[src/rtl/rv_core_pkg.sv]
`default_nettype none

package rv_core_pkg;

    typedef logic [31:0] xlen_t;
    typedef logic [4:0]  reg_addr_t;

    typedef enum logic [6:0] {
        OPC_LOAD   = 7'b0000011,
        OPC_OP_IMM = 7'b0010011,
        OPC_AUIPC  = 7'b0010111,
        OPC_STORE  = 7'b0100011,
        OPC_OP     = 7'b0110011,
        OPC_LUI    = 7'b0110111,
        OPC_BRANCH = 7'b1100011,
        OPC_JALR   = 7'b1100111,
        OPC_JAL    = 7'b1101111,
        OPC_SYSTEM = 7'b1110011
    } opcode_e;

    typedef enum logic [3:0] {
        ALU_ADD, ALU_SUB, ALU_SLL, ALU_SLT, ALU_SLTU, ALU_XOR,
        ALU_SRL, ALU_SRA, ALU_OR, ALU_AND, ALU_PASS_B
    } alu_op_e;

    typedef enum logic [1:0] {
        WB_ALU      = 2'd0,
        WB_LOAD     = 2'd1,
        WB_PC_PLUS4 = 2'd2
    } wb_sel_e;

    // instruction formats, msb first
    typedef struct packed {
        logic [6:0] funct7;
        reg_addr_t  rs2;
        reg_addr_t  rs1;
        logic [2:0] funct3;
        reg_addr_t  rd;
        logic [6:0] opcode;
    } r_fmt_t;

    typedef struct packed {
        logic [11:0] imm;
        reg_addr_t   rs1;
        logic [2:0]  funct3;
        reg_addr_t   rd;
        logic [6:0]  opcode;
    } i_fmt_t;

    typedef struct packed {
        logic [6:0] imm_hi;
        reg_addr_t  rs2;
        reg_addr_t  rs1;
        logic [2:0] funct3;
        logic [4:0] imm_lo;
        logic [6:0] opcode;
    } s_fmt_t;

    typedef struct packed {
        logic       imm12;
        logic [5:0] imm10_5;
        reg_addr_t  rs2;
        reg_addr_t  rs1;
        logic [2:0] funct3;
        logic [3:0] imm4_1;
        logic       imm11;
        logic [6:0] opcode;
    } b_fmt_t;

    typedef struct packed {
        logic [19:0] imm;
        reg_addr_t   rd;
        logic [6:0]  opcode;
    } u_fmt_t;

    typedef struct packed {
        logic       imm20;
        logic [9:0] imm10_1;
        logic       imm11;
        logic [7:0] imm19_12;
        reg_addr_t  rd;
        logic [6:0] opcode;
    } j_fmt_t;

    typedef union packed {
        r_fmt_t r;
        i_fmt_t i;
        s_fmt_t s;
        b_fmt_t b;
        u_fmt_t u;
        j_fmt_t j;
    } inst_u;

    typedef struct packed {
        alu_op_e    alu_op;
        logic       src_a_pc;   // operand a is the pc
        logic       src_b_imm;  // operand b is the immediate
        logic       is_branch;
        logic       is_jal;
        logic       is_jalr;
        logic       mem_read;
        logic       mem_write;
        logic [2:0] funct3;
        logic       reg_write;
        wb_sel_e    wb_sel;
        logic       csr_write;
        logic       csr_imm;    // csrrwi, value is the rs1 field
    } ctrl_t;

    typedef struct packed {
        xlen_t     pc;
        reg_addr_t rs1;
        reg_addr_t rs2;
        reg_addr_t rd;
        xlen_t     rs1_data;
        xlen_t     rs2_data;
        xlen_t     imm;
        ctrl_t     ctrl;
        logic      valid;
    } id_ex_t;

    typedef struct packed {
        xlen_t      alu_result;
        xlen_t      pc_plus4;
        reg_addr_t  rd;
        logic [2:0] funct3;
        wb_sel_e    wb_sel;
        logic [1:0] byte_off;
        logic       reg_write;
    } ex_wb_t;

    localparam logic [11:0] CSR_TOHOST_ADDR = 12'h51e;
    localparam xlen_t       NOP_INST        = 32'h0000_0013; // addi x0, x0, 0

endpackage

`default_nettype wire

[src/rtl/rv_fetch.sv]
`timescale 1ns/1ps
`default_nettype none

module rv_fetch import rv_core_pkg::*; #(
    parameter xlen_t RESET_PC = '0
) (
    input  logic  clk,
    input  logic  rst_n_i,
    input  logic  redirect_i,
    input  xlen_t target_i,
    output xlen_t imem_addr_o,
    output xlen_t pc_o
);

    xlen_t pc_q;
    xlen_t next_pc;

    // a redirect steers the very next fetch, no extra delay
    assign next_pc     = redirect_i ? target_i : pc_q + 32'd4;
    assign imem_addr_o = next_pc;       // byte address, top slices the word index
    assign pc_o        = pc_q;          // tags the word leaving imem

    // held one word back so the first fetch out of reset reads RESET_PC
    always_ff @(posedge clk or negedge rst_n_i) begin
        if (!rst_n_i) begin
            pc_q <= RESET_PC - 32'd4;
        end else begin
            pc_q <= next_pc;
        end
    end

endmodule

`default_nettype wire

[config.mk]
export PLATFORM = sky130hd
export DESIGN_NAME = rv_fetch
export DESIGN_NICKNAME = d
export VERILOG_FILES = /design/src/rtl/rv_core_pkg.sv /design/src/rtl/rv_fetch.sv
export SDC_FILE = /design/constraint.sdc
export NUM_CORES = 1
export LEC_CHECK = 0
export BUFFER_PORTS_ARGS = -buffer_cell sky130_fd_sc_hd__buf_2
export CAP_MARGIN = 20
export CORE_MARGIN = 4
export CORE_UTILIZATION = 41
export CTS_CLUSTER_SIZE = 24
export DETAILED_ROUTE_END_ITERATION = 7
export PLACE_DENSITY = 0.74
export SLEW_MARGIN = 20
export SYNTH_ARGS = -nofsm -noshare
export SYNTH_HDL_FRONTEND = slang
export SYNTH_SLANG_ARGS = --single-unit
[constraint.sdc]
create_clock -name clk -period 6.2 [get_ports clk]
set_clock_uncertainty 0.05 [all_clocks]
set_input_delay 0.31 -clock clk [delete_from_list [all_inputs] [get_ports clk]]
set_output_delay 0.31 -clock clk [all_outputs]
set_load 0.05 [all_outputs]
======== After elaboration in Yosys (flattened, before gate mapping) ========
Index checks and enable logic that the tools add are counted.
operators by class
  add/subtract/negate cells ............... 1
  muxes and demuxes ....................... 1
operators by type and width
  kind                                            number
  adder 32 x 3 -> 32 bit (second input constant)  1
  two-way mux 32 bit                              1
word-level totals
  input port bits ......................... 35
  bits in registers ....................... 32

======== Depth between registers and ports, before layout ========
Gate-level depths: netlist (run 1).
  word-level depth ........................ 2
  depth in mapped cells ................... 7
  gate-level depth less buffers ........... 5

======== Worst setup path before layout (run 1) ========
No wires, ideal clock.
  kind .................................... reg-to-output
  from .................................... reg pc_q[2], in the netlist pc_o[2]
  to ...................................... out imem_addr_o[30]
  buffers on the path ..................... 2
  arrival time ............................ 2.812 ns
  setup slack ............................. 3.028 ns
  stages on the path, launching flop included .. 8
  cell sequence ........................... dfstp_2 -> ha_1 -> and2_1 -> clkbuf_1 -> nand4_2 -> buf_2 -> or4_1 -> a31oi_1
on the way
  word-level cells in the longest chain between the ends .. 2
RTL lines
  element                 line            text
  from (decl)             rv_fetch.sv:15  xlen_t pc_q;
  from (signal assigned)  rv_fetch.sv:26  pc_q <= RESET_PC - 32'd4;
  from (signal assigned)  rv_fetch.sv:28  pc_q <= next_pc;
  adder 32 x 3 -> 32 bit  rv_fetch.sv:19  assign next_pc = redirect_i ? target_i : pc_q + 32'd4;
  two-way mux 32 bit      rv_fetch.sv:19
  to (decl)               rv_fetch.sv:11  output xlen_t imem_addr_o,
Every way passes these cells.

======== Worst setup path in the final report (run 1) ========
  from .................................... reg pc_q[5], in the netlist pc_o[5]
  to ...................................... out imem_addr_o[26]
The elaborated chain is that of the path after synthesis.

==> results of run 1 <==
-- cells in the final DEF, fill, tap and decap left out, drive strengths merged --
cell type / netlist / routed
o211ai: 3 / 3
mux2: 3 / 3
and2: 3 / 3
o21ai: 14 / 14
or4: 14 / 14
nor2: 14 / 14
nand3: 9 / 9
clkbuf: 9 / 6
dfstp: 30 / 30
o311ai: 1 / 1
and4: 4 / 4
bufinv: 0 / 1
or2: 1 / 1
inv: 3 / 3
o31ai: 12 / 12
dfrtp: 2 / 2
or3: 3 / 3
xnor2: 2 / 2
nand4: 11 / 11
buf: 6 / 98
nand2: 24 / 24
xor2: 9 / 9
a31oi: 14 / 14
ha: 1 / 1
clkinv: 0 / 1
and3: 3 / 3
-- power breakdown --
group	total (mW)	internal, mW	leakage [nW]	switching (mW)
logic	0.265	0.0583	0.682	0.207
clock network	0.197	0.119	0.0552	0.0774
registers	0.272	0.246	0.339	0.0264
total	0.734	0.423	1.08	0.311
-- path summary, 6_finish.rpt --
kind                                       to  slack, ns  depth (start not counted)
hold reg to reg             pc_o[1]$_DFF_PN0_       0.47                          1
hold / removal              pc_o[0]$_DFF_PN0_       0.05                          1
setup / recovery              imem_addr_o[26]       3.09                          5
min in group clk           pc_o[29]$_DFF_PN1_       0.20                          3
max in group asynchronous   pc_o[1]$_DFF_PN0_       5.59                          1
setup reg to reg           pc_o[26]$_DFF_PN1_       3.90                          4
-- routing by layer --
metal	up-vias	share of wire
met5	-	0
met4	0	0.0082
met3	4	0.066
met2	56	0.51
met1	866	0.42
li1	917	-
-- critical path, delay by kind of cell (launching register included) --
| kind | cells | cell delay [ns] |
|---|---|---|
| buffers and inverters | 1 | 0.32 |
| flip-flops | 1 | 0.58 |
| AO/OA/AOI/OAI | 1 | 0.26 |
| AND/OR/NAND/NOR | 3 | 1.31 |
-- cell families (layout without fill, tap and decap cells) --
| group | Yosys count | count (layout) |
|---|---|---|
| flip-flops | 32 | 32 |
| XOR/XNOR | 11 | 11 |
| multiplexers | 3 | 3 |
| AND/OR/NAND/NOR | 86 | 86 |
| buffers and inverters | 18 | 109 |
| adder cells (fa/ha/maj) | 1 | 1 |
| AO/OA/AOI/OAI | 44 | 44 |
-- final cells by class --
type                            instances  area, um2  share of cell area
Multi-Input combinational cell        145        916               0.377
Sequential cell                        32        838               0.345
Timing Repair Buffer                   98        490               0.202
Clock buffer                            6       72.6              0.0299
Tap cell                               52       65.1              0.0268
Clock inverter                          2       35.0              0.0144
Inverter                                3       11.3             0.00464
-- per-stage QoR --
| stage | setup slack, ns | power (mW) | cells | util |
|---|---|---|---|---|
| finish | 3.09 | 0.734 | 338 | 0.558 |
| global placement | 3.48 | 0.539 | 330 | 0.533 |
| floorplan | 3.03 | 0.478 | 195 | - |
| detailed placement | 3.40 | 0.543 | 330 | 0.533 |
| CTS | 3.09 | 0.744 | 338 | 0.558 |
| global route | 2.99 | 0.771 | 338 | 0.558 |
==> flow_summary.ini, run 1 <==
[yosys]
synthMuxAreaShare = 0.0182
synth_top_family_by_area = simple AND/OR/NAND/NOR gates
netlist_area_um2 = 1850
ys_ff_latch = 32
synth_top_flop_cell = dfstp_2
synthCells = 195
synth_compound_area_frac = 0.151
synth-edff-count = 0
synthTopCellsByArea = dfstp_2, or4_1, o31ai_1, a31oi_1, nand2_1
avgSynthCellArea_um2 = 9.50
synthXorXnorAreaFrac = 0.0520
synth_commonest_cells = dfstp_2, nand2_1
yosys.area.top_type = dfstp_2
synth_nets = 231
synth_top_area_share = 0.426
yosysMostFrequentCell = dfstp_2
synthArstFlopShare = 1.00
seq_area_frac_synth = 0.453
synth_adder_area_share = 0.00676
yosys.area_share.simple = 0.267
synth_cell_type_count = 29
ys_warn_count = 0

[final_layout]
drive_above_1_share = 0.500
nets = 321
fillers = 424
largest_register_ffs = 32
n_antenna_cell = 0
area_delta_synth_final_pct = 31.1
fin_area_um2 = 2430

[worst_setup_path]
critPathSlowestCell = dfstp_2
cp-start-kind = register
path_cells = and4_1, nand4_4, or4_1, a31oi_1, buf_2
cp_max_fo = 16
path_class = register to output port
reg2reg_from = pc_o[5]$_DFF_PN1_
worstPathArrival_ns = 2.75
worstPathRequired_ns = 5.84
critical-path-max-stage-delay_ns = 0.58
startpoint = pc_o[5]$_DFF_PN1_
cp-end-kind = output port

[sta]
rsz0062_at_grt = no
worst_pin_slew_ns = 0.880
fin_crit_sh = 0.501
finalMaxSlewViolations = 0
slew_headroom = 0.413
max_freq_ghz = 0.322
period_minus_slack_ns = 3.11
finalHoldViolations = 0
hold_slack_ns = 0.0497
setup_tns_ns = 0
setup_violations = 0

[die]
coreArea_um2 = 4350
die_h_um = 75.2
dieArea_um2 = 5660
ios = 99
rows = 24
die_w_um = 75.2
start_util = 0.425

[routing]
routed_wl_mm = 5.10
drtPass1Iterations = 4
wire_per_inst_um = 15.1
ant_nets = 0
vias = 1843
drt_iter0_drc = 67
route.detailed.drc = 0
vias_per_cell = 5.45

[cts]
cts_setup_buffers = 0
cts-root-buf = clkbuf_8
cts_resized = 0
clock_sinks = 32
ctsHoldBuffers = 0
htreeDepth = 2
clk_pin_slew_ns = 0.07
cts_buffer_depth = 2
tritoncts = done
cts_buffers = 5
clk_latency_ns = 0.28

[placement]
numPortBuffers = 98
place_hpwl_mm = 3.75
placed_area_um2 = 2320
place.gp.congestion = 0.784

[grt]
grt_util_all_layers = 0.180
antenna_found_initial = 0
globalRouteMet2Util = 0.309
grt_max_degree = 35
busiest_layer = met2
grt_use_met1 = 0.222
use_met3 = 0.0507
grt_pass1_vias = 1729
grt_pass1_wl_mm = 7.85
grt.overflow.total = 0

[flow_run]
maxCapViolations = 0

[power_and_ir_drop]
pwr_density_cell_nw_per_um2 = 302
ir_worst_vdd_mv = 0.178
cellLeakagePower_nw = 1.08

[worst_hold_path]
hold_class = input port to async pin

[status]
status = finished, final reports clean
No activity file was read; power rests on OpenSTA's default activity.
==> run 2, diff against run 1 <==
--- a/config.mk
+++ b/config.mk
@@ -8,10 +8,10 @@
 export BUFFER_PORTS_ARGS = -buffer_cell sky130_fd_sc_hd__buf_2
 export CAP_MARGIN = 20
 export CORE_MARGIN = 4
-export CORE_UTILIZATION = 41
+export CORE_UTILIZATION = 40
 export CTS_CLUSTER_SIZE = 24
 export DETAILED_ROUTE_END_ITERATION = 7
-export PLACE_DENSITY = 0.74
+export PLACE_DENSITY = 0.75
 export SLEW_MARGIN = 20
 export SYNTH_ARGS = -nofsm -noshare
 export SYNTH_HDL_FRONTEND = slang
==> constraint.sdc (replaced) <==
create_clock -name clk -period 2.7 [get_ports clk]
set_clock_uncertainty 0.05 [all_clocks]
set_input_delay 0.135 -clock clk [delete_from_list [all_inputs] [get_ports clk]]
set_output_delay 0.135 -clock clk [all_outputs]
set_load 0.05 [all_outputs]
==> run 2 against run 1 <==
Net effect:
- critical path depth did not move
- via count rose by 2.9%
- clock-buffer cell count unchanged
- design area is 13% higher
- die area increased by 2.2%
- highest routed layer unchanged
- global-route usage grew 0.43 points
- largest cell class unchanged
==> flow_summary.ini, run 2 (same netlist as run 1, synthesis figures left out) <==
[grt]
grt_pass1_vias = 1872
use_met3 = 0.0544
antenna_found_initial = 0
globalRouteMet2Util = 0.308
busiest_layer = met2
grt_use_met1 = 0.224
grt_util_all_layers = 0.184
grt_max_degree = 34
grt.overflow.total = 0
grt_pass1_wl_mm = 8.80

[sta]
slew_headroom = 0.535
rsz0062_at_grt = yes
hold_slack_ns = 0.0180
period_minus_slack_ns = 2.62
finalMaxSlewViolations = 0
setup_violations = 0
fin_crit_sh = 0.970
max_freq_ghz = 0.382
finalHoldViolations = 0
worst_pin_slew_ns = 0.698

[final_layout]
instances_no_fill = 349
fin_util = 0.620
nets = 332
area_delta_synth_final_pct = 47.9
layout_common_cells = buf_2, dfstp_2, nand2_1
largest_register_ffs = 32
n_antenna_cell = 0
fillers = 398
final_common_cell = buf_2
drive_above_1_share = 0.582

[placement]
dp.cells = 336
numPortBuffers = 98
place_hpwl_mm = 3.94
place.gp.congestion = 0.815

[worst_setup_path]
cp-start-kind = register
cp_max_fo = 15
cp-end-kind = output port
path_class = register to output port
worstPathArrival_ns = 2.43
path_cells = and4_2, nand4_4, or4_1, a31oi_2, clkbuf_4
critPathSlowestCell = dfstp_4
critical-path-max-stage-delay_ns = 0.64
worstPathRequired_ns = 2.52

[cts]
clock_sinks = 32
tritoncts = done
cts_buffer_depth = 2
clk_latency_ns = 0.28
htreeDepth = 2
clk_pin_slew_ns = 0.07
cts-root-buf = clkbuf_8
cts_buffers = 5

[power_and_ir_drop]
cellLeakagePower_nw = 1.17
pwr_density_cell_nw_per_um2 = 636
fin_total_pwr_mw = 1.74
ir_worst_vdd_mv = 0.367

[routing]
drt_iter0_drc = 115
vias = 1896
vias_per_cell = 5.43
wire_per_inst_um = 15.4
route.detailed.drc = 0
routed_wl_mm = 5.37
drtPass1Iterations = 4
ant_nets = 0

[die]
coreArea_um2 = 4410
rows = 24
die_h_um = 76.0
dieArea_um2 = 5780
die_w_um = 76.0
start_util = 0.420
ios = 99

[flow_run]
maxCapViolations = 0

[status]
status = finished, final reports clean

[worst_hold_path]
hold_class = input port to register
-- run 2: path summary, 6_finish.rpt --
kind	to	startpoint	slack (ns)	cells past startpoint
setup / recovery	imem_addr_o[31]	pc_o[5]$_DFF_PN1_	0.08	5
hold / removal	pc_o[6]$_DFF_PN1_	target_i[6]	0.02	3
setup reg to reg	pc_o[20]$_DFF_PN1_	pc_o[5]$_DFF_PN1_	0.61	5
hold reg to reg	pc_o[1]$_DFF_PN0_	pc_o[1]$_DFF_PN0_	0.47	1
max in group asynchronous	pc_o[1]$_DFF_PN0_	rst_n_i	1.75	2
min in group asynchronous	pc_o[0]$_DFF_PN0_	rst_n_i	0.41	2
-- run 2: per-layer routing --
metal | part of all wire | wire length, um | vias to the layer above
li1 | - | - | 935
met4 | 0.016 | 86 | 0
met3 | 0.062 | 333 | 8
met2 | 0.50 | 2690 | 58
met1 | 0.42 | 2260 | 895
met5 | 0 | 0 | -
-- run 2: critical path, delay by kind of cell, from the launching register on --
kind	cells	cell delay, ns
and+or+nand+nor	3	1.04
DFF	1	0.64
AOI/OAI and AO/OA	1	0.21
buffers and inverters	1	0.26
-- run 2: layout make-up --
type | instances | area, um2 | area share
Clock buffer | 6 | 72.6 | 0.0265
Multi-Input combinational cell | 145 | 1070 | 0.392
Clock inverter | 2 | 35.0 | 0.0128
Timing Repair Buffer | 109 | 639 | 0.233
Sequential cell | 32 | 842 | 0.307
Inverter | 3 | 11.3 | 0.00411
Tap cell | 52 | 65.1 | 0.0238
-- run 2: power breakdown --
| group | switching, mW | internal, mW |
|---|---|---|
| clock network | 0.175 | 0.274 |
| logic | 0.496 | 0.169 |
| registers | 0.0619 | 0.565 |
-- run 2: what timing repair did --
item                       in CTS  in global routing
setup buffers                   0                  4
gates resized for setup         7                 28
hold endpoints to repair        2                  0
setup endpoints to repair       8                 12
hold buffers                    1                  0
pin swaps                       0                  4
-- run 2: metrics by stage --
stage	instance area [um2]	setup TNS (ns)	setup slack [ns]
2_1_floorplan	1960	-0.0432	-0.0432
3_3_place_gp	2480	0	0.254
3_5_place_dp	2480	0	0.226
4_1_cts	2630	0	0.000955
5_1_grt	2740	-0.0696	-0.0312
6_report	2740	0	0.0821
